### src/dma_defs.svh
// Width, lane and depth constants of the DMA fill pipeline, included wherever they are needed
`ifndef DMA_DEFS_SVH
`define DMA_DEFS_SVH

// Data word and DRAM address widths
`define DMA_DBW 8
`define DMA_GBW 16

// Lanes per SRAM vector, also words per DRAM beat
`define DMA_VSIZE 4

// Entries in each configuration table
`define DMA_N_ICFG 4

// SRAM row address, bounds a chunk to 16 rows
`define DMA_HBW 4

// Queue depths
`define DMA_CMDQ_DEPTH 2
`define DMA_ROWQ_DEPTH 4

`endif

### src/hdl/dma_cfg_pkg.sv
// Configuration and data types of the DMA fill pipeline, imported by RTL and testbench
`default_nettype none

`include "dma_defs.svh"

package dma_cfg_pkg;

	// ==============================
	// Data path
	// ==============================
	typedef logic [`DMA_DBW-1:0] data_t;
	typedef data_t [`DMA_VSIZE-1:0] vec_t;
	typedef logic [`DMA_GBW-1:0] addr_t;

	// ==============================
	// Table and SRAM indexing
	// ==============================
	typedef logic [$clog2(`DMA_N_ICFG)-1:0] cfg_id_t;
	typedef logic [`DMA_HBW-1:0] hiaddr_t;
	// Lane index, doubles as the bank XOR mask
	typedef logic [$clog2(`DMA_VSIZE)-1:0] lane_t;
	// Row count of a chunk, one bit wider so a full 16-row chunk fits
	typedef logic [`DMA_HBW:0] rowcnt_t;

endpackage

`default_nettype wire

### src/hdl/dma_cmd_pkg.sv
// Command types passed between the DMA pipeline stages, imported by RTL and testbench
`default_nettype none

package dma_cmd_pkg;

	import dma_cfg_pkg::*;

	// One chunk as resolved by the head
	typedef struct packed {
		logic    which;
		addr_t   base;
		addr_t   stride;
		rowcnt_t count;
		// Rows at or past this index are padding
		rowcnt_t pad_row;
		data_t   pad_value;
		lane_t   xor_mask;
	} chunk_cmd_t;

	// One SRAM row write as issued by the looper
	typedef struct packed {
		logic    which;
		hiaddr_t hiaddr;
		logic    pad;
		data_t   pad_value;
		lane_t   xor_mask;
	} row_cmd_t;

endpackage

`default_nettype wire

### src/hdl/dma_queue.sv
// Circular FIFO with rdy/ack on both sides and a payload type chosen by each instance
`default_nettype none

module dma_queue #(
	parameter type payload_t = logic [7:0],
	parameter int  DEPTH     = 2
) (
	input  wire      i_clk,
	input  wire      i_rst_n,
	input  wire      i_push_rdy,
	output logic     o_push_ack,
	input  wire payload_t i_push_data,
	output logic     o_pop_rdy,
	input  wire      i_pop_ack,
	output payload_t o_pop_data
);

	localparam int PW = (DEPTH > 1) ? $clog2(DEPTH) : 1;
	localparam int CW = $clog2(DEPTH + 1);

	payload_t      mem [DEPTH];
	logic [PW-1:0] wr_ptr;
	logic [PW-1:0] rd_ptr;
	logic [CW-1:0] count;
	logic          full;
	logic          push;
	logic          pop;

	function automatic logic [PW-1:0] ptr_next(input logic [PW-1:0] p);
		return (p == PW'(DEPTH - 1)) ? '0 : p + 1'b1;
	endfunction

	assign full       = (count == CW'(DEPTH));
	assign o_push_ack = i_push_rdy && !full;
	assign o_pop_rdy  = (count != '0);
	assign o_pop_data = mem[rd_ptr];
	assign push       = o_push_ack;
	assign pop        = o_pop_rdy && i_pop_ack;

	always_ff @(posedge i_clk or negedge i_rst_n) begin
		if (!i_rst_n) begin
			wr_ptr <= '0;
			rd_ptr <= '0;
			count  <= '0;
		end else begin
			if (push) wr_ptr <= ptr_next(wr_ptr);
			if (pop) rd_ptr <= ptr_next(rd_ptr);
			if (push && !pop) count <= count + 1'b1;
			else if (pop && !push) count <= count - 1'b1;
		end
	end

	always_ff @(posedge i_clk) begin
		if (push) mem[wr_ptr] <= i_push_data;
	end

	// The consumer only acks an entry that is there
	a_no_pop_empty: assert property (@(posedge i_clk) disable iff (!i_rst_n)
		i_pop_ack |-> o_pop_rdy);
	// Head entry stays put until it is taken
	a_pop_stable: assert property (@(posedge i_clk) disable iff (!i_rst_n)
		o_pop_rdy && !i_pop_ack |=> o_pop_rdy && $stable(o_pop_data));

endmodule

`default_nettype wire

### src/hdl/dma_chunk_head.sv
// Input side of the DMA pipeline that resolves each chunk from its table and queues it
`default_nettype none

`include "dma_defs.svh"

module dma_chunk_head
	import dma_cfg_pkg::*, dma_cmd_pkg::*;
(
	input  wire          i_clk,
	input  wire          i_rst_n,
	input  wire          i_bofs_rdy,
	output logic         o_bofs_ack,
	input  wire          i_which,
	input  wire addr_t   i_row_ofs,
	input  wire addr_t   i_col_ofs,
	input  wire cfg_id_t i_cfg_id,
	input  wire addr_t   i_cfg0_linears     [`DMA_N_ICFG],
	input  wire addr_t   i_cfg0_row_strides [`DMA_N_ICFG],
	input  wire rowcnt_t i_cfg0_row_counts  [`DMA_N_ICFG],
	input  wire addr_t   i_cfg0_row_bounds  [`DMA_N_ICFG],
	input  wire data_t   i_cfg0_pad_values  [`DMA_N_ICFG],
	input  wire lane_t   i_cfg0_xor_masks   [`DMA_N_ICFG],
	input  wire addr_t   i_cfg1_linears     [`DMA_N_ICFG],
	input  wire addr_t   i_cfg1_row_strides [`DMA_N_ICFG],
	input  wire rowcnt_t i_cfg1_row_counts  [`DMA_N_ICFG],
	input  wire addr_t   i_cfg1_row_bounds  [`DMA_N_ICFG],
	input  wire data_t   i_cfg1_pad_values  [`DMA_N_ICFG],
	input  wire lane_t   i_cfg1_xor_masks   [`DMA_N_ICFG],
	input  wire          i_rp_en0_rdy,
	input  wire          i_rp_en1_rdy,
	output logic         o_rp_en0_ack,
	output logic         o_rp_en1_ack,
	output logic         o_cmd_rdy,
	input  wire          i_cmd_ack,
	output chunk_cmd_t   o_cmd
);

	addr_t      sel_linear;
	addr_t      sel_stride;
	addr_t      sel_bound;
	rowcnt_t    sel_count;
	data_t      sel_pad;
	lane_t      sel_mask;
	addr_t      row_span;
	chunk_cmd_t new_cmd;
	logic       push_rdy;
	logic       push_ack;

	// ==============================
	// Table lookup
	// ==============================
	always_comb begin
		if (i_which) begin
			sel_linear = i_cfg1_linears[i_cfg_id];
			sel_stride = i_cfg1_row_strides[i_cfg_id];
			sel_bound  = i_cfg1_row_bounds[i_cfg_id];
			sel_count  = i_cfg1_row_counts[i_cfg_id];
			sel_pad    = i_cfg1_pad_values[i_cfg_id];
			sel_mask   = i_cfg1_xor_masks[i_cfg_id];
		end else begin
			sel_linear = i_cfg0_linears[i_cfg_id];
			sel_stride = i_cfg0_row_strides[i_cfg_id];
			sel_bound  = i_cfg0_row_bounds[i_cfg_id];
			sel_count  = i_cfg0_row_counts[i_cfg_id];
			sel_pad    = i_cfg0_pad_values[i_cfg_id];
			sel_mask   = i_cfg0_xor_masks[i_cfg_id];
		end
	end

	// ==============================
	// Chunk resolve
	// ==============================
	always_comb begin
		row_span          = sel_bound - i_row_ofs;
		new_cmd.which     = i_which;
		new_cmd.base      = sel_linear + i_row_ofs * sel_stride + i_col_ofs;
		new_cmd.stride    = sel_stride;
		new_cmd.count     = sel_count;
		new_cmd.pad_value = sel_pad;
		new_cmd.xor_mask  = sel_mask;
		// Rows left before the boundary floored at zero and capped at the count
		if (sel_bound <= i_row_ofs) new_cmd.pad_row = '0;
		else if (row_span >= addr_t'(sel_count)) new_cmd.pad_row = sel_count;
		else new_cmd.pad_row = rowcnt_t'(row_span);
	end

	// Only forward while the target read pipeline asks for data
	assign push_rdy     = i_bofs_rdy && (i_which ? i_rp_en1_rdy : i_rp_en0_rdy);
	assign o_bofs_ack   = push_ack;
	assign o_rp_en0_ack = push_ack && !i_which;
	assign o_rp_en1_ack = push_ack && i_which;

	dma_queue #(
		.payload_t(chunk_cmd_t),
		.DEPTH    (`DMA_CMDQ_DEPTH)
	) u_cmd_queue (
		.i_clk      (i_clk),
		.i_rst_n    (i_rst_n),
		.i_push_rdy (push_rdy),
		.o_push_ack (push_ack),
		.i_push_data(new_cmd),
		.o_pop_rdy  (o_cmd_rdy),
		.i_pop_ack  (i_cmd_ack),
		.o_pop_data (o_cmd)
	);

	// A waiting command keeps its request and its fields
	a_bofs_stable: assert property (@(posedge i_clk) disable iff (!i_rst_n)
		i_bofs_rdy && !o_bofs_ack |=> i_bofs_rdy &&
		$stable({i_which, i_row_ofs, i_col_ofs, i_cfg_id}));

endmodule

`default_nettype wire

### src/hdl/dma_row_looper.sv
// Processing stage of the DMA pipeline, walks chunk rows into DRAM reads and row commands
`default_nettype none

module dma_row_looper
	import dma_cfg_pkg::*, dma_cmd_pkg::*;
(
	input  wire             i_clk,
	input  wire             i_rst_n,
	input  wire             i_cmd_rdy,
	output logic            o_cmd_ack,
	input  wire chunk_cmd_t i_cmd,
	output logic            o_dramra_rdy,
	input  wire             i_dramra_ack,
	output addr_t           o_dramra,
	output logic            o_row_rdy,
	input  wire             i_row_ack,
	output row_cmd_t        o_row
);

	chunk_cmd_t cur;
	addr_t      row_addr;
	rowcnt_t    row;
	logic       busy;
	// DRAM already took this row's address, row command still waiting
	logic       dram_done;
	logic       is_pad;
	logic       last;
	logic       advance;

	assign is_pad  = (row >= cur.pad_row);
	assign last    = (rowcnt_t'(row + 1'b1) == cur.count);

	// ==============================
	// Handshakes
	// ==============================
	assign o_cmd_ack    = i_cmd_rdy && !busy;
	assign o_dramra_rdy = busy && !is_pad && !dram_done;
	assign o_dramra     = row_addr;
	// A data row is pushed with its address ack or right after it
	assign o_row_rdy    = busy && (is_pad || dram_done || i_dramra_ack);
	assign advance      = o_row_rdy && i_row_ack;

	always_comb begin
		o_row.which     = cur.which;
		o_row.hiaddr    = hiaddr_t'(row);
		o_row.pad       = is_pad;
		o_row.pad_value = cur.pad_value;
		o_row.xor_mask  = cur.xor_mask;
	end

	// ==============================
	// Row walk
	// ==============================
	always_ff @(posedge i_clk or negedge i_rst_n) begin
		if (!i_rst_n) begin
			busy      <= 1'b0;
			dram_done <= 1'b0;
			row       <= '0;
		end else begin
			if (o_cmd_ack) begin
				busy <= (i_cmd.count != '0);
				row  <= '0;
			end else if (advance) begin
				row <= row + 1'b1;
				if (last) busy <= 1'b0;
			end
			if (advance) dram_done <= 1'b0;
			else if (o_dramra_rdy && i_dramra_ack) dram_done <= 1'b1;
		end
	end

	// Address steps by one stride per row
	always_ff @(posedge i_clk) begin
		if (o_cmd_ack) begin
			cur      <= i_cmd;
			row_addr <= i_cmd.base;
		end else if (advance) begin
			row_addr <= row_addr + cur.stride;
		end
	end

	a_dramra_stable: assert property (@(posedge i_clk) disable iff (!i_rst_n)
		o_dramra_rdy && !i_dramra_ack |=> o_dramra_rdy && $stable(o_dramra));

endmodule

`default_nettype wire

### src/hdl/dma_sram_writer.sv
// Output side of the DMA pipeline that merges row commands with DRAM data into SRAM writes
`default_nettype none

`include "dma_defs.svh"

module dma_sram_writer
	import dma_cfg_pkg::*, dma_cmd_pkg::*;
(
	input  wire           i_clk,
	input  wire           i_rst_n,
	input  wire           i_row_rdy,
	output logic          o_row_ack,
	input  wire row_cmd_t i_row,
	input  wire           i_dramrd_rdy,
	output logic          o_dramrd_ack,
	input  wire vec_t     i_dramrd,
	output logic          o_rmc_write0_dval,
	output logic          o_rmc_write1_dval,
	output hiaddr_t       o_rmc_whiaddr,
	output vec_t          o_rmc_wdata
);

	logic     q_rdy;
	row_cmd_t q_row;
	logic     fire;
	vec_t     src;
	vec_t     scr;

	// Row queue absorbs the DRAM latency
	dma_queue #(
		.payload_t(row_cmd_t),
		.DEPTH    (`DMA_ROWQ_DEPTH)
	) u_row_queue (
		.i_clk      (i_clk),
		.i_rst_n    (i_rst_n),
		.i_push_rdy (i_row_rdy),
		.o_push_ack (o_row_ack),
		.i_push_data(i_row),
		.o_pop_rdy  (q_rdy),
		.i_pop_ack  (fire),
		.o_pop_data (q_row)
	);

	// ==============================
	// Pairing
	// ==============================
	// Pad rows go out alone while data rows wait for their beat
	assign fire         = q_rdy && (q_row.pad || i_dramrd_rdy);
	assign o_dramrd_ack = q_rdy && !q_row.pad && i_dramrd_rdy;

	// ==============================
	// Lane scramble
	// ==============================
	always_comb begin
		if (q_row.pad) src = {`DMA_VSIZE{q_row.pad_value}};
		else src = i_dramrd;
		for (int k = 0; k < `DMA_VSIZE; k++) begin
			scr[k] = src[lane_t'(k) ^ q_row.xor_mask];
		end
	end

	// ==============================
	// SRAM write
	// ==============================
	always_ff @(posedge i_clk or negedge i_rst_n) begin
		if (!i_rst_n) begin
			o_rmc_write0_dval <= 1'b0;
			o_rmc_write1_dval <= 1'b0;
		end else begin
			o_rmc_write0_dval <= fire && !q_row.which;
			o_rmc_write1_dval <= fire && q_row.which;
		end
	end

	always_ff @(posedge i_clk) begin
		if (fire) begin
			o_rmc_whiaddr <= q_row.hiaddr;
			o_rmc_wdata   <= scr;
		end
	end

	// DRAM holds its beat until the writer takes it
	a_dramrd_stable: assert property (@(posedge i_clk) disable iff (!i_rst_n)
		i_dramrd_rdy && !o_dramrd_ack |=> i_dramrd_rdy && $stable(i_dramrd));

endmodule

`default_nettype wire

### src/hdl/dma_pipeline.sv
// Top of the DMA fill pipeline, wires head, looper and writer to the external ports
`default_nettype none

`include "dma_defs.svh"

module dma_pipeline
	import dma_cfg_pkg::*, dma_cmd_pkg::*;
(
	input  wire          i_clk,
	input  wire          i_rst_n,
	// Chunk command
	input  wire          i_bofs_rdy,
	output logic         o_bofs_ack,
	input  wire          i_which,
	input  wire addr_t   i_row_ofs,
	input  wire addr_t   i_col_ofs,
	input  wire cfg_id_t i_cfg_id,
	// Configuration tables
	input  wire addr_t   i_cfg0_linears     [`DMA_N_ICFG],
	input  wire addr_t   i_cfg0_row_strides [`DMA_N_ICFG],
	input  wire rowcnt_t i_cfg0_row_counts  [`DMA_N_ICFG],
	input  wire addr_t   i_cfg0_row_bounds  [`DMA_N_ICFG],
	input  wire data_t   i_cfg0_pad_values  [`DMA_N_ICFG],
	input  wire lane_t   i_cfg0_xor_masks   [`DMA_N_ICFG],
	input  wire addr_t   i_cfg1_linears     [`DMA_N_ICFG],
	input  wire addr_t   i_cfg1_row_strides [`DMA_N_ICFG],
	input  wire rowcnt_t i_cfg1_row_counts  [`DMA_N_ICFG],
	input  wire addr_t   i_cfg1_row_bounds  [`DMA_N_ICFG],
	input  wire data_t   i_cfg1_pad_values  [`DMA_N_ICFG],
	input  wire lane_t   i_cfg1_xor_masks   [`DMA_N_ICFG],
	// Read pipeline requests
	input  wire          i_rp_en0_rdy,
	input  wire          i_rp_en1_rdy,
	output logic         o_rp_en0_ack,
	output logic         o_rp_en1_ack,
	// DRAM
	output logic         o_dramra_rdy,
	input  wire          i_dramra_ack,
	output addr_t        o_dramra,
	input  wire          i_dramrd_rdy,
	output logic         o_dramrd_ack,
	input  wire vec_t    i_dramrd,
	// SRAM write
	output logic         o_rmc_write0_dval,
	output logic         o_rmc_write1_dval,
	output hiaddr_t      o_rmc_whiaddr,
	output vec_t         o_rmc_wdata
);

	logic       cmd_rdy;
	logic       cmd_ack;
	chunk_cmd_t cmd;
	logic       row_rdy;
	logic       row_ack;
	row_cmd_t   row;

	dma_chunk_head u_chunk_head (
		.i_clk, .i_rst_n, .i_bofs_rdy, .o_bofs_ack,
		.i_which, .i_row_ofs, .i_col_ofs, .i_cfg_id,
		.i_cfg0_linears, .i_cfg0_row_strides, .i_cfg0_row_counts,
		.i_cfg0_row_bounds, .i_cfg0_pad_values, .i_cfg0_xor_masks,
		.i_cfg1_linears, .i_cfg1_row_strides, .i_cfg1_row_counts,
		.i_cfg1_row_bounds, .i_cfg1_pad_values, .i_cfg1_xor_masks,
		.i_rp_en0_rdy, .i_rp_en1_rdy, .o_rp_en0_ack, .o_rp_en1_ack,
		.o_cmd_rdy(cmd_rdy),
		.i_cmd_ack(cmd_ack),
		.o_cmd    (cmd)
	);

	dma_row_looper u_row_looper (
		.i_clk, .i_rst_n,
		.i_cmd_rdy(cmd_rdy),
		.o_cmd_ack(cmd_ack),
		.i_cmd    (cmd),
		.o_dramra_rdy, .i_dramra_ack, .o_dramra,
		.o_row_rdy(row_rdy),
		.i_row_ack(row_ack),
		.o_row    (row)
	);

	dma_sram_writer u_sram_writer (
		.i_clk, .i_rst_n,
		.i_row_rdy(row_rdy),
		.o_row_ack(row_ack),
		.i_row    (row),
		.i_dramrd_rdy, .o_dramrd_ack, .i_dramrd,
		.o_rmc_write0_dval, .o_rmc_write1_dval, .o_rmc_whiaddr, .o_rmc_wdata
	);

endmodule

`default_nettype wire

### config.mk
export PLATFORM = sky130hd
export DESIGN_NAME = dma_pipeline
export DESIGN_NICKNAME = d
export VERILOG_FILES = /design/src/hdl/dma_cfg_pkg.sv /design/src/hdl/dma_cmd_pkg.sv /design/src/hdl/dma_queue.sv /design/src/hdl/dma_chunk_head.sv /design/src/hdl/dma_row_looper.sv /design/src/hdl/dma_sram_writer.sv /design/src/hdl/dma_pipeline.sv
export VERILOG_INCLUDE_DIRS = /design/src
export SDC_FILE = /design/constraint.sdc
export NUM_CORES = 1
export LEC_CHECK = 0
export BUFFER_PORTS_ARGS = -buffer_cell sky130_fd_sc_hd__buf_2
export CORE_AREA = 2 2 247 249
export CTS_CLUSTER_DIAMETER = 150
export DETAILED_ROUTE_END_ITERATION = 8
export DIE_AREA = 0 0 249 251
export PLACE_DENSITY = 0.6
export SLEW_MARGIN = 10
export SYNTH_ARGS = -nofsm -noshare
export SYNTH_HDL_FRONTEND = slang
export SYNTH_SLANG_ARGS = --single-unit
### constraint.sdc
create_clock -name i_clk -period 5.33 [get_ports i_clk]
set_clock_uncertainty 0.1 [all_clocks]
set_input_delay 0.533 -clock i_clk [delete_from_list [all_inputs] [get_ports i_clk]]
set_output_delay 0.533 -clock i_clk [all_outputs]
set_load 0.05 [all_outputs]
Word level (Yosys, flattened, before mapping)
Memories as Yosys holds them, arrays and structs flattened. Cells that the tools add are included.

Register bits: 109. Bits in writable memories: 170. Output and inout port bits: 59. Memories: 2.

Memory list: u_chunk_head.u_cmd_queue.mem (depth 2, width 53, rd ports 1, clocked after Yosys merged registers in 0, wr ports 1, line dma_queue.sv:21) `payload_t mem [DEPTH];`; u_sram_writer.u_row_queue.mem (depth 4, width 16, rd ports 1, clocked after Yosys merged registers in 0, wr ports 1, line dma_queue.sv:21).

Add/subtract/negate cells: 13. Multiply operators: 1. $lt $le $gt $ge: 8. Eq/ne operators: 5. Multiplexer cells: 75. Bitwise logic cells: 4. Reduce and logical (&&, ||, !) cells: 46.

Operators by type and width (count): $mux W16 (17); $bmux W16 S2 (6); $bmux W8 S2 (6); $mux W8 (9); $add A16 B16 Y16 (3); $mux W5 (9); $mux W32 (1); $logic_and A1 B1 Y1 (22); $bmux W5 S2 (2); $mux W2 (9); $ge A16 B5 Y1 (1); $le A16 B16 Y1 (1); $mul A16 B16 Y16 (1); $sub A16 B16 Y16 (1); $logic_not A1 Y1 (12); $lt A2 B3 Y1 const B (4); $mux W1 (12); $reduce_bool A2 Y1 (6); $bmux W2 S2 (2); $add A2 B1 Y2 const B (3); $eq A2 B2 Y1 const B (3); $mux W3 (2); $add A5 B1 Y5 const B (1); $eq A5 B5 Y1 (1); other kinds (14) (18).

Logic depth before layout (Yosys ltp)
Gate-level depths: netlist of run 1.

Word-level depth: 9. Depth in mapped cells: 27. Gate-level depth less buffers: 24.

Hierarchy
From an unflattened synthesis of run 1, not the netlist that was laid out.

Cells, all modules: 1658. Area total of the unflattened synthesis: 21663.3 µm².

Modules (own cells, without submodules): dma_chunk_head (instances 1, cells each 942, area an instance 9461.6 µm², seq. area each 0.0 µm²); dma_queue (u_chunk_head.u_cmd_queue) (instances 1, cells each 184, area an instance 4272.8 µm², seq. area each 3283.1 µm²); dma_row_looper (instances 1, cells each 282, area an instance 3241.9 µm², seq. area each 1766.7 µm²); dma_queue (u_sram_writer.u_row_queue) (instances 1, cells each 121, area an instance 2793.9 µm², seq. area each 2097.0 µm²); dma_sram_writer (instances 1, cells each 129, area an instance 1893.1 µm², seq. area each 1131.1 µm²).

Least setup slack after synthesis of run 1
No wires, ideal clock.

Path type: input to register. Start: input i_cfg_id[0]. End: memory u_chunk_head.u_cmd_queue.mem[0][50] (netlist name), data pin. Data arrival time: 6.359 ns. Required time: 4.959 ns. Setup slack: -1.400 ns. Cell stages on the path: 22. Buffers on the path: 5. Cells stage by stage: buf_4 -> buf_6 -> buf_4 -> buf_1 -> buf_2 -> mux4_2 -> mux2_2 -> fa_1 -> inv_1 -> fa_1 -> inv_1 -> fa_1 -> inv_1 -> fa_1 -> inv_1 -> fa_1 -> ha_1 -> nor2b_1 -> o21a_1 -> o31a_1 -> o41ai_1 -> xnor2_1.

RTL lines: from (decl) (line dma_pipeline.sv:17) `input wire cfg_id_t i_cfg_id,`; to (decl) (line dma_queue.sv:21).

==> results.env, run 1 <==
OUTCOME='finished with violations'
VIOLATIONS='negative setup slack'
CTS_TREE='built'
FINALWORSTSETUPSLACK_PS=-388
ANT_NETS=0
FRACTION_OF_LAYOUT_CELLS_WITH_A_SIZE_SUFFIX_ABOVE_1_PCT=49.0
CTS_MADE_BUFFERS=28
FIN_CRIT_SHARE_PCT=107
SYNTH_AREA_LEADER_CELL='sky130_fd_sc_hd__edfxtp_1'
SYNTH-MAIN-FF-CELL='sky130_fd_sc_hd__edfxtp_1'
MAXCAPVIOLCOUNT=0
RSZ0062_AT_GRT='yes'
DESIGN.FINAL.NETS=3220
POWER.DENSITY_CELL_AREA_nW_PER_UM2=699
SYNTHARSTFLOPSHARE_PCT=7.17
YOSYS_REGISTER_BITS=279
START_UTIL_PCT=35.4
GRT_START_MAX_NET_PINS=60
STD_CELL_ROWS=90
ANTENNA_VIOLATIONS_BEFORE_REPAIR=19
GRT_PASS1_VIAS=17261
GRT_FIRST_PASS_WIRELENGTH_UM=109000
P_LEAK_nW=12.2
SETUP-VIOLATIONS-FINAL=12
AVGSYNTHCELLAREA_UM2=12.7
DESIGN.DIE.AREA_UM2=62500
SYNTH.NET_COUNT=2455
IO_PINS=637
SYNTHESIS.AREA_UM2=21100
CORE_AREA_UM2=59800
MAX_FREQ_MHz=175
SYN_INST=1666
FIRST_ITER_VIOLATIONS=1094
CLOCK-SINKS=279
SYNTH-EDFF-COUNT=259
CRITPATHKIND='in2reg'
ROUTE.VIAS.TOTAL=16548
DIE_H_UM=251
WORST_SLEW_MARGIN_REL_PCT=26.4
PLACE_HPWL_UM=62800
TIMING.HOLD.WORST.CLASS='in2reg'
SYNTH_SEQ_AREA_SHARE_PCT=39.2
TIMING.CRITICAL_PATH.FANOUT_MAX=6
GROUTE.USAGE.OVERALL_PCT=23.6
CLK_TRANSITION_REPORTED_PATHS_PS=60
LAYOUT.FILLER_CELLS=5464
POST_SYNTH_NUM_CELL_TYPES=70
POSTLAYOUTCOREUTIL_PCT=46.7
WORST-SLEW-PIN-TRANSITION_PS=1100
ROUTABILITYCONGESTION=0.969
LAYOUT_MIN_CYCLE_TIME_PS=5720
YOSYSWARNINGS=0
CP-START-KIND='input port'
CTS.HTREE.LEVELS=1
CLOCK_PATH_BUFFERS=3
SYNTH.TOP_CELL.AREA_SHARE_PCT=36.8
REMAINING_DRC_ERRORS=0
GRT_REMAINING_OVERFLOW=0
FINALWIRELENGTH_UM=75400
ARRIVAL_PS=5900
MULTIINPUTGATEAREA_UM2=12100
ROOT_BUFFER='sky130_fd_sc_hd__clkbuf_16'
REQUIRED_PS=5510
IO_BUFFERS=636
LAYOUT.AREA.SEQ_UM2=8280
SYN2LAYOUT_AREA_GROWTH_PCT=32.0
DIE_W_UM=249
AVGVIACOUNTPERCELL=5.10
DR.PASS1.ITERS=5
PLACE_WORST_SETUP_SLACK_PS=-1190
TIMING.CRITICAL_PATH.TO_TYPE='register'
INSERTION_DELAY_PS=570
SYNTH.TOP_CELLS.BY_AREA='sky130_fd_sc_hd__edfxtp_1 (37%), sky130_fd_sc_hd__mux4_2 (14%), sky130_fd_sc_hd__fa_1 (11%)'
VDD.IR_DROP.WORST_mV=0.845
AVGROUTEDWIREPERCELL_UM=23.2
MAXSLEWVIOLCOUNT=0
FINALHOLDVIOLCOUNT=0
-- routing by layer --
metal  global-route usage (%)  part of all wire, %
met2                     39.8                   48
met4                     5.47                  2.1
met1                     32.2                   43
met3                     3.38                  6.0
met5                        0                0.044
-- state kept, by name, summed over array words and instances, names as in the netlist, 3 cells and up --
| register | cells |
|---|---|
| u_sram_writer.o_rmc_whiaddr | 4 |
| u_row_looper.cur | 26 |
| u_sram_writer.u_row_queue.mem | 64 |
| u_row_looper.row | 5 |
| u_row_looper.o_dramra | 16 |
| u_row_looper.o_row | 11 |
| u_sram_writer.u_row_queue.count | 3 |
| u_chunk_head.u_cmd_queue.mem | 106 |
| u_sram_writer.o_rmc_wdata | 32 |
-- kinds of logic (layout without fill, tap and decap cells) --
kind of cell / after synthesis / after routing / share of synthesized area (%)
and+or+nand+nor: 358 / 358 / 7.69
muxes: 300 / 300 / 23.1
DFF: 279 / 279 / 39.2
buffers and inverters: 279 / 1066 / 5.35
adders and majority gates: 211 / 211 / 16.4
AOI/OAI and AO/OA: 163 / 163 / 5.04
xor gates and xnor gates: 76 / 76 / 3.22
other: 0 / 11 / 0
-- cells in the mapped netlist (6+ instances only) --
cell and count:
sky130_fd_sc_hd__a211oi_1 6, sky130_fd_sc_hd__a21o_1 13, sky130_fd_sc_hd__a21oi_1 36, sky130_fd_sc_hd__a31oi_1 35, sky130_fd_sc_hd__and2_1 40, sky130_fd_sc_hd__buf_2 9
sky130_fd_sc_hd__clkbuf_1 53, sky130_fd_sc_hd__dfrtp_1 20, sky130_fd_sc_hd__edfxtp_1 259, sky130_fd_sc_hd__fa_1 111, sky130_fd_sc_hd__ha_1 100, sky130_fd_sc_hd__inv_1 200
sky130_fd_sc_hd__mux2_2 120, sky130_fd_sc_hd__mux2i_1 40, sky130_fd_sc_hd__mux4_2 129, sky130_fd_sc_hd__nand2_1 170, sky130_fd_sc_hd__nand2b_1 7, sky130_fd_sc_hd__nand3_1 7
sky130_fd_sc_hd__nor2_1 71, sky130_fd_sc_hd__nor2b_1 16, sky130_fd_sc_hd__nor3_1 18, sky130_fd_sc_hd__o21ai_0 27, sky130_fd_sc_hd__or3_1 7, sky130_fd_sc_hd__xnor2_1 57
sky130_fd_sc_hd__xor2_1 17
-- what timing repair did --
| item | CTS | global route |
|---|---|---|
| setup endpoints to repair | 14 | 16 |
| gates resized for setup | 85 | 30 |
| hold buffers | 1 | 0 |
| buffers inserted | 20 | 14 |
| endpoints found under the hold margin | 20 | 0 |
| cloned | 2 | 0 |
| pin swaps | 35 | 13 |
-- final cells by class --
cell class                      instances  area share (%)
Timing Repair Buffer                  813            17.2
Multi-Input combinational cell       1108            43.4
Clock inverter                         15           0.677
Inverter                              201            2.72
Antenna cell                           11          0.0986
Clock buffer                           37            2.78
Sequential cell                       279            29.7
Tap cell                              782            3.51
-- final timing paths --
| check | from | endpoint | cells after the start | slack [ps] |
|---|---|---|---|---|
| min | i_dramra_ack | u_row_looper.dram_done$_DFFE_PN0P_ | 3 | 190 |
| min reg2reg | u_row_looper.o_row[2]$_DFFE_PP_ | u_sram_writer.u_row_queue.mem[1][2]$_DFFE_PP_ | 0 | 400 |
| max | i_cfg_id[1] | u_chunk_head.u_cmd_queue.mem[0][50]$_DFFE_PP_ | 20 | -390 |
| max in group asynchronous | i_rst_n | u_chunk_head.u_cmd_queue.rd_ptr$_DFFE_PN0P_ | 2 | 4380 |
| min in group asynchronous | i_rst_n | u_sram_writer.u_row_queue.count[0]$_DFFE_PN0P_ | 2 | 370 |
| max reg2reg | u_row_looper.row[0]$_DFFE_PN0P_ | u_sram_writer.u_row_queue.count[1]$_DFFE_PN0P_ | 13 | 1710 |
-- power breakdown --
| part | switching [W] | internal [W] | total (W) |
|---|---|---|---|
| Sequential | 0.000359 | 0.00412 | 0.00448 |
| Clock | 0.000832 | 0.00118 | 0.00201 |
| Combinational | 0.00701 | 0.00599 | 0.0130 |
| Total | 0.00820 | 0.0113 | 0.0195 |
-- metrics by stage --
step           hold slack (ps)  setup TNS, ps  cells  total power [W]  instance area, um^2
2_1_floorplan              137          -8820   1666           0.0129                21300
4_1_cts                    178          -2430   3223           0.0190                27600
3_5_place_dp               403         -20980   3148           0.0164                26200
5_1_grt                    210          -4160   3236           0.0210                27900
6_report                   187          -2470   3246           0.0195                27900
3_3_place_gp               377         -19750   3148           0.0161                26200
-- critical path, stage by stage --
cell and delay (ps):
sky130_fd_sc_hd__buf_12 120, sky130_fd_sc_hd__buf_12 130, sky130_fd_sc_hd__mux4_2 490, sky130_fd_sc_hd__mux2_4 330
sky130_fd_sc_hd__buf_6 150, sky130_fd_sc_hd__and2_4 150, sky130_fd_sc_hd__fa_1 490, sky130_fd_sc_hd__fa_1 420
sky130_fd_sc_hd__ha_2 200, sky130_fd_sc_hd__fa_1 490, sky130_fd_sc_hd__inv_2 40, sky130_fd_sc_hd__fa_1 530
sky130_fd_sc_hd__inv_1 50, sky130_fd_sc_hd__fa_1 540, sky130_fd_sc_hd__ha_4 210, sky130_fd_sc_hd__nor2b_4 120
sky130_fd_sc_hd__o21a_1 190, sky130_fd_sc_hd__o31a_1 310, sky130_fd_sc_hd__o41ai_2 240, sky130_fd_sc_hd__xnor2_1 140
-- placed cells by master (no fill, tap or decap), drive strengths merged, types with 6 or more instances in the layout --
cell | netlist | layout
buf | 25 | 811
edfxtp | 259 | 259
inv | 200 | 202
nand2 | 173 | 173
mux4 | 134 | 134
mux2 | 124 | 124
fa | 111 | 111
ha | 100 | 100
nor2 | 71 | 71
xnor2 | 58 | 58
and2 | 43 | 43
mux2i | 42 | 42
clkbuf | 53 | 37
a21oi | 36 | 36
a31oi | 35 | 35
o21ai | 29 | 29
dfrtp | 20 | 20
nor3 | 18 | 18
xor2 | 18 | 18
nor2b | 16 | 16
a21o | 13 | 13
diode | 0 | 11
clkinv | 1 | 9
nand2b | 7 | 7
or3 | 7 | 7
nand3 | 7 | 7
a211oi | 6 | 6
No activity file was read; power rests on OpenSTA's default activity.
==> run 2: changes to the inputs <==
Settings changed: GPL_TIMING_DRIVEN set to 0.
==> run 2 against run 1 <==
  * The run still ends with negative setup slack left
  * Final cell count is 0.34% lower
  * Via count up 1.3%
  * Sequential power is 2% lower
  * Design area rose by 0.58%
  * Maximum frequency shrank 5.6%
  * Critical path depth rose by 1
  * Combinational power grew 10%
  * Critical endpoint is now u_chunk_head.u_cmd_queue.mem[0][51]$_DFFE_PP_
==> results.env, run 2 (synthesized netlist as in run 1, its figures left out) <==
DEPTH_OF_THE_WORST_REGISTER_TO_REGISTER_PATH=15  # +2
DIE_H_UM=251  # unchanged
GRT_PASS1_VIAS=17500  # +1.4%
CLOCK_PATH_BUFFERS=3  # unchanged
DESIGN.FINAL.NETS=3214  # -0.19%
DR.PASS1.ITERS=5  # unchanged
AVGVIACOUNTPERCELL=5.18  # +1.7%
NET-SWITCHING-POWER_W=0.00909  # +11%
HOLD_PATH.STARTPOINT='i_which'
SYN2LAYOUT_AREA_GROWTH_PCT=32.8
MAX_FREQ_MHz=165  # -5.6%
CTS_TREE='built'
SETUP-VIOLATIONS-FINAL=14  # +2
ANTENNA_VIOLATIONS_BEFORE_REPAIR=18  # -1
DIE_W_UM=249  # unchanged
ROUTE.VIAS.TOTAL=16771  # +1.3%
MULTIINPUTGATEAREA_UM2=12400  # +2.2%
P_LEAK_nW=12.1  # -1.2%
MAXCAPVIOLCOUNT=0  # unchanged
CLOCK-SINKS=279  # unchanged
CP-START-KIND='input port'
OUTCOME='finished with violations'
CTS_MADE_BUFFERS=27  # -3.6%
FINALHOLDWORSTSLACK_PS=207  # +19.4 ps
FIN_CRIT_SHARE_PCT=114  # +6.3 points
CLK_TRANSITION_REPORTED_PATHS_PS=60  # about the same
LAYOUT.FILLER_CELLS=5452  # -0.22%
SW_FRAC_OF_TOTAL_PCT=44.2  # +2.2 points
MOST_FREQUENT_STANDARD_CELL_IN_THE_LAYOUT_EXCLUDING_FILL_AND_TAP_CELLS='sky130_fd_sc_hd__buf_2'
FINALHOLDVIOLCOUNT=0  # unchanged
NUMPLACEDINSTANCES=3086  # -2.0%
CELLINTERNALPOWER_W=0.0115  # +1.5%
LAYOUTNONFILLERINSTCOUNT=3235  # -0.34%
ROUTABILITYCONGESTION=1.01  # +3.8%
REG.LARGEST.LIST='u_chunk_head.u_cmd_queue.mem x106, u_sram_writer.u_row_queue.mem x64, u_sram_writer.o_rmc_wdata x32'
GRT_FIRST_PASS_WIRELENGTH_UM=115000  # +5.1%
AVGROUTEDWIREPERCELL_UM=24.9  # +7.2%
WORST_SLEW_MARGIN_REL_PCT=24.1  # -2.3 points
POSTPLACECELLAREA_UM2=25600  # -2.3%
NUMBER_OF_FLIP_FLOPS_UNDER_THE_LARGEST_REGISTER_NAME=106  # unchanged
TIMING.CRITICAL_PATH.FANOUT_MAX=11  # +5
FRACTION_OF_LAYOUT_CELLS_WITH_A_SIZE_SUFFIX_ABOVE_1_PCT=47.6  # -1.4 points
CRITICAL-PATH-TOP-DELAY-FAMILY='adder cells'
GROUTE.USAGE.OVERALL_PCT=25.2  # +1.6 points
FINALWORSTSETUPSLACK_PS=-724  # -336 ps
TIMING.CRITICAL_PATH.SLOWEST_STAGE_CELL='sky130_fd_sc_hd__fa_1'
VDD.IR_DROP.WORST_mV=1.31  # +55%
POWER.CLOCK.FRACTION_PCT=9.0  # -1.3 points
LAYOUT_COMMON_CELLS='sky130_fd_sc_hd__buf_2 (635), sky130_fd_sc_hd__edfxtp_1 (259), sky130_fd_sc_hd__inv_1 (185)'
INSERTION_DELAY_PS=560  # about the same
CORE_AREA_UM2=59800  # unchanged
LAYOUT.AREA.SEQ_UM2=8280  # about the same
ARRIVAL_PS=6240  # +340 ps
GRT_REMAINING_OVERFLOW=0  # unchanged
MAXSLEWVIOLCOUNT=0  # unchanged
REQUIRED_PS=5520  # about the same
TIMING.CRITICAL_PATH.TO='u_chunk_head.u_cmd_queue.mem[0][51]$_DFFE_PP_'
IO_PINS=637  # unchanged
TIMING.HOLD.WORST.CLASS='in2reg'
START_UTIL_PCT=35.4  # unchanged
DESIGN.DIE.AREA_UM2=62500  # unchanged
GRT_START_MAX_NET_PINS=38  # -37%
TIMING.CRITICAL_PATH.TO_TYPE='register'
LAYOUT_MIN_CYCLE_TIME_PS=6050  # +336 ps
WORST-SLEW-PIN-TRANSITION_PS=1140  # +34.8 ps
RSZ0062_AT_GRT='yes'
ROOT_BUFFER='sky130_fd_sc_hd__clkbuf_16'
CRITPATHKIND='in2reg'
REMAINING_DRC_ERRORS=0  # unchanged
CP_CELL_SEQUENCE='buf_12 -> buf_12 -> buf_8 -> mux4_2 -> mux2_2 -> and2_1 -> fa_2 -> inv_1 -> fa_2 -> fa_1 -> fa_1 -> fa_1 -> fa_2 -> xnor2_2 -> xnor2_1 -> xnor2_1 -> xnor2_1 -> xnor2_1 -> xnor2_1 -> xnor2_2 -> xnor2_2'
CRITICAL_PATH_DEPTH=21  # +5.0%
CTS.HTREE.LEVELS=1  # unchanged
IO_BUFFERS=632  # -0.63%
SEQUENTIALPOWERSHARE_PCT=21.5  # -1.5 points
VIOLATIONS='negative setup slack'
REGTOREGENDPOINT='u_sram_writer.u_row_queue.count[1]$_DFFE_PN0P_'
TIMING.SETUP.TNS_PS=-7040  # -4570 ps
TIMING.CRITICAL_PATH.MODE_CELL='sky130_fd_sc_hd__xnor2_1'
POWER.DENSITY_CELL_AREA_nW_PER_UM2=732  # +4.8%
STARTPOINT='i_cfg_id[1]'
CRIT_BUF_INV=4  # -1
PLACE_HPWL_UM=66900  # +6.5%
TIMING.RR.START='u_row_looper.row[0]$_DFFE_PN0P_'
FIRST_ITER_VIOLATIONS=1136  # +3.8%
ANT_NETS=0  # unchanged
STD_CELL_ROWS=90  # unchanged
R2R_SETUP_SLACK_PS=1520  # -190 ps
FINALWIRELENGTH_UM=80500  # +6.8%
POSTLAYOUTCELLAREA_UM2=28100  # +0.58%
REGMOSTFLOPS='u_chunk_head.u_cmd_queue.mem'
P_COMB_SHARE_PCT=69.6  # +2.9 points
CRITICAL-PATH-MAX-STAGE-DELAY_PS=590  # +50 ps
## run 2: changes by cell type in the layout (fill, tap and decap cells not counted), sizes merged
cell | previous run | this run
buf | 811 | 757
clkbuf | 37 | 86
clkinv | 9 | 6
diode | 11 | 9
bufbuf | 1 | 0
bufinv | 3 | 2
inv | 202 | 203
## run 2: worst register-to-register path, cell delays in order, from the launching register on
cell and delay [ps]:
sky130_fd_sc_hd__dfrtp_1 540, sky130_fd_sc_hd__inv_1 80, sky130_fd_sc_hd__ha_1 290, sky130_fd_sc_hd__nand2b_1 140, sky130_fd_sc_hd__a21o_1 180, sky130_fd_sc_hd__a21oi_1 140, sky130_fd_sc_hd__nor2b_1 50, sky130_fd_sc_hd__o21ai_0 150
sky130_fd_sc_hd__nand2b_1 160, sky130_fd_sc_hd__o311a_1 320, sky130_fd_sc_hd__clkbuf_1 230, sky130_fd_sc_hd__clkbuf_1 280, sky130_fd_sc_hd__ha_1 290, sky130_fd_sc_hd__inv_1 80, sky130_fd_sc_hd__fa_1 400, sky130_fd_sc_hd__mux2_2 270
## run 2: repair_timing
| action | in CTS | in global routing |
|---|---|---|
| resized for setup | 137 | 67 |
| hold buffers | 1 | 0 |
| buffers inserted | 67 | 36 |
| pin swaps | 43 | 32 |
| setup endpoints to repair | 32 | 18 |
| hold endpoints to repair | 20 | 0 |
## run 2: area by class of cell
type                    count  share of cell area [%]
diodes                      9                  0.0802
plain buffers              77                    2.53
clock buffers              36                    2.56
clock inverters            12                   0.455
inverters                 201                    2.74
multi-input cells        1108                    44.1
flip-flops and latches    279                    29.5
well taps                 782                    3.49
repair buffers            731                    14.6
## run 2: worst min path at each step
| stage | to | slack, ps | depth (start not counted) |
|---|---|---|---|
| CTS | u_chunk_head.u_cmd_queue.mem[0][52]$_DFFE_PP_ | 80 | 1 |
| global placement | u_sram_writer.u_row_queue.mem[2][9]$_DFFE_PP_ | 380 | 0 |
| floorplan | u_chunk_head.u_cmd_queue.count[0]$_DFFE_PN0P_ | 140 | 0 |
| detailed placement | u_sram_writer.u_row_queue.mem[3][9]$_DFFE_PP_ | 390 | 0 |
| finish | u_chunk_head.u_cmd_queue.mem[0][52]$_DFFE_PP_ | 210 | 2 |
| global route | u_chunk_head.u_cmd_queue.mem[0][52]$_DFFE_PP_ | 190 | 2 |
## run 2: power groups by stage
stage                     sequential (W)  clock [W]  combinational (W)
after floorplan                  0.00515          0            0.00771
after global routing             0.00449    0.00196             0.0155
after detailed placement         0.00446          0             0.0118
after global placement           0.00445          0             0.0115
final                            0.00441    0.00184             0.0143
after CTS                        0.00442    0.00189             0.0134
## run 2: metal layers
layer	global-route usage [%]	vias to the layer above	share of wire [%]
li1	-	7561	-
met1	34.8	8395	43
met3	2.37	107	6.1
met4	7.81	2	3.3
met5	0	-	0.016
met2	42.3	706	48
## run 2: stage by stage
stage               power, W  util (%)  setup slack (ps)
floorplan             0.0129         -              -857
finish                0.0206      46.9              -724
detailed placement    0.0162      42.8             -2410
global route          0.0220      46.9              -945
CTS                   0.0197      46.1              -776
global placement      0.0160      42.6             -2410
==> run 3: changes to the inputs <==
Settings changed: ABC_CLOCK_PERIOD_IN_PS set to 5330, TNS_END_PERCENT set to 1.
==> run 3 against run 2 <==
  * The run still ends with negative setup slack left
  * Die area unchanged
  * Setup slack worse by 58 ps
  * Power down 4.3%
  * Clock power up 3%
  * Sequential share of layout area up 0.67 points
  * Wire length down 1.1%
  * Sequential power about the same
  * Largest power group unchanged
  * First-iteration DRC count down 16%
  * Utilization down 1.0 points
  * Design area down 2.2%
  * Combinational power down 6%
==> results.env, run 3 (synthesized netlist as in run 1, its figures left out) <==
GRT_REMAINING_OVERFLOW=0  # unchanged
POWER.DENSITY_CELL_AREA_nW_PER_UM2=717  # -2.1%
ANTENNA_VIOLATIONS_BEFORE_REPAIR=16  # -2
DIE_H_UM=251  # unchanged
CTS_TREE='built'
ROUTABILITYCONGESTION=1.02  # +1.0%
ANT_NETS=0  # unchanged
AVGVIACOUNTPERCELL=5.17  # -0.29%
FINALHOLDWORSTSLACK_PS=110  # -97.2 ps
INSERTION_DELAY_PS=550  # about the same
FIRST_ITER_VIOLATIONS=958  # -16%
MAX_FREQ_MHz=164  # -0.95%
CLOCK-SINKS=279  # unchanged
REPORT.POWER.TOTAL_W=0.0197  # -4.3%
SETUP-VIOLATIONS-FINAL=14  # unchanged
SYN2LAYOUT_AREA_GROWTH_PCT=29.8
REQUIRED_PS=5510  # about the same
FINALWIRELENGTH_UM=79700  # -1.1%
ROUTE.VIAS.TOTAL=16516  # -1.5%
ARRIVAL_PS=6290  # +50 ps
FINALHOLDVIOLCOUNT=0  # unchanged
TIMING.SETUP.TNS_PS=-7310  # -269 ps
WORST_SLEW_MARGIN_REL_PCT=24.5  # +0.42 points
FINALWORSTSETUPSLACK_PS=-782  # -58.3 ps
LAYOUT_MIN_CYCLE_TIME_PS=6110  # +58.3 ps
START_UTIL_PCT=35.4  # unchanged
IO_BUFFERS=632  # unchanged
GRT_PASS1_VIAS=17418  # -0.47%
GRT_START_MAX_NET_PINS=38  # unchanged
NUMBER_OF_FLIP_FLOPS_UNDER_THE_LARGEST_REGISTER_NAME=106  # unchanged
CRITPATHKIND='in2reg'
IO_PINS=637  # unchanged
GRT_FIRST_PASS_WIRELENGTH_UM=114000  # -0.95%
CORE_AREA_UM2=59800  # unchanged
AVGROUTEDWIREPERCELL_UM=24.9  # +0.17%
REGMOSTFLOPS='u_chunk_head.u_cmd_queue.mem'
MAXSLEWVIOLCOUNT=0  # unchanged
MOST_FREQUENT_STANDARD_CELL_IN_THE_LAYOUT_EXCLUDING_FILL_AND_TAP_CELLS='sky130_fd_sc_hd__buf_2'
MULTIINPUTGATEAREA_UM2=12100  # -1.8%
CTS_MADE_BUFFERS=27  # unchanged
LAYOUT.AREA.SEQ_UM2=8280  # unchanged
DIE_W_UM=249  # unchanged
TIMING.CRITICAL_PATH.TO_TYPE='register'
OUTCOME='finished with violations'
FRACTION_OF_LAYOUT_CELLS_WITH_A_SIZE_SUFFIX_ABOVE_1_PCT=45.3  # -2.3 points
P_LEAK_nW=11.9  # -1.8%
REMAINING_DRC_ERRORS=0  # unchanged
DR.PASS1.ITERS=5  # unchanged
LAYOUT.FILLER_CELLS=5554  # +1.9%
CP-START-KIND='input port'
TIMING.HOLD.WORST.CLASS='in2reg'
PLACE_HPWL_UM=67200  # +0.46%
ROOT_BUFFER='sky130_fd_sc_hd__clkbuf_16'
DESIGN.FINAL.NETS=3169  # -1.4%
CTS.HTREE.LEVELS=1  # unchanged
CLK_TRANSITION_REPORTED_PATHS_PS=70  # about the same
MAXCAPVIOLCOUNT=0  # unchanged
VDD.IR_DROP.WORST_mV=1.28  # -2.1%
DESIGN.DIE.AREA_UM2=62500  # unchanged
CLOCK_PATH_BUFFERS=3  # unchanged
RSZ0062_AT_GRT='yes'
FIN_CRIT_SHARE_PCT=115  # +1.1 points
VIOLATIONS='negative setup slack'
TIMING.CRITICAL_PATH.FANOUT_MAX=6  # -5
REG.LARGEST.LIST='u_chunk_head.u_cmd_queue.mem x106, u_sram_writer.u_row_queue.mem x64, u_sram_writer.o_rmc_wdata x32'
GROUTE.USAGE.OVERALL_PCT=25.0  # -0.23 points
STD_CELL_ROWS=90  # unchanged
WORST-SLEW-PIN-TRANSITION_PS=1130  # -6.26 ps
LAYOUT_COMMON_CELLS='sky130_fd_sc_hd__buf_2 (635), sky130_fd_sc_hd__edfxtp_1 (259), sky130_fd_sc_hd__inv_1 (197)'
-- run 3: cell count changes in the layout (fill, tap and decap cells not counted), sizes merged --
cell,delta
inv,-1
bufinv,+1
clkinvlp,+1
buf,-44
clkinv,+4
clkbuf,-4
diode,+3
-- run 3: power by group --
group | leakage (nW) | total (W) | switching [W] | internal (W)
Clock | 0.417 | 0.00189 | 0.000808 | 0.00108
Combinational | 8.78 | 0.0134 | 0.00764 | 0.00573
Sequential | 2.65 | 0.00441 | 0.000286 | 0.00412
Total | 11.9 | 0.0197 | 0.00874 | 0.0109
-- run 3: stage by stage --
stage / instance area, um^2 / utilization, % / cells / setup slack, ps
after floorplan: 21300 / - / 1666 / -884
after global routing: 27400 / 45.9 / 3187 / -895
after CTS: 27100 / 45.3 / 3160 / -794
after global placement: 25400 / 42.5 / 3080 / -2930
after detailed placement: 25500 / 42.7 / 3086 / -2680
final: 27400 / 45.9 / 3195 / -782
-- run 3: final cells by class --
cell class | instances | area share (%)
multi-input cells | 1108 | 44.3
flip-flops and latches | 279 | 30.2
repair buffers | 686 | 13.6
well taps | 782 | 3.56
inverters | 201 | 2.76
clock buffers | 33 | 2.54
plain buffers | 77 | 2.41
clock inverters | 17 | 0.606
diodes | 12 | 0.109
-- run 3: path summary, 6_finish.rpt --
path / startpoint / end / slack [ps] / cells after the start
hold reg to reg: u_row_looper.o_row[2]$_DFFE_PP_ / u_sram_writer.u_row_queue.mem[2][2]$_DFFE_PP_ / 400 / 0
min in group asynchronous: i_rst_n / u_chunk_head.u_cmd_queue.count[0]$_DFFE_PN0P_ / 380 / 2
max in group asynchronous: i_rst_n / u_row_looper.busy$_DFFE_PN0P_ / 4390 / 2
setup / recovery: i_cfg_id[1] / u_chunk_head.u_cmd_queue.mem[0][51]$_DFFE_PP_ / -780 / 21
setup reg to reg: u_row_looper.row[0]$_DFFE_PN0P_ / u_sram_writer.u_row_queue.count[1]$_DFFE_PN0P_ / 1450 / 15
hold / removal: i_which / u_chunk_head.u_cmd_queue.mem[0][52]$_DFFE_PP_ / 110 / 1
-- run 3: what timing repair did --
| item | in CTS | in global routing |
|---|---|---|
| pin swaps | 27 | 39 |
| hold buffers | 1 | 0 |
| buffers inserted | 24 | 23 |
| gates resized for setup | 107 | 39 |
| hold endpoints to repair | 20 | 0 |
| endpoints found under the setup margin | 36 | 18 |
-- run 3: critical path, cell delays in order --
cell,delay [ps]
sky130_fd_sc_hd__buf_12,110
sky130_fd_sc_hd__buf_12,120
sky130_fd_sc_hd__mux4_2,530
sky130_fd_sc_hd__mux2_4,310
sky130_fd_sc_hd__buf_12,140
sky130_fd_sc_hd__and2_4,150
sky130_fd_sc_hd__fa_1,490
sky130_fd_sc_hd__inv_1,50
sky130_fd_sc_hd__fa_1,470
sky130_fd_sc_hd__fa_1,520
sky130_fd_sc_hd__fa_1,530
sky130_fd_sc_hd__fa_2,470
sky130_fd_sc_hd__fa_2,390
sky130_fd_sc_hd__xnor2_2,160
sky130_fd_sc_hd__xnor2_2,150
sky130_fd_sc_hd__xnor2_1,140
sky130_fd_sc_hd__xnor2_1,280
sky130_fd_sc_hd__xnor2_1,180
sky130_fd_sc_hd__xnor2_1,120
sky130_fd_sc_hd__xnor2_1,280
sky130_fd_sc_hd__xnor2_2,140
-- run 3: routing by layer --
metal | vias to the layer above | GRT usage (%) | routed length [um]
met1 | 8276 | 32.9 | 33800
met2 | 651 | 42.7 | 38400
met5 | - | 0 | 50
met4 | 8 | 8.07 | 2800
met3 | 112 | 3.42 | 4530
li1 | 7469 | - | -
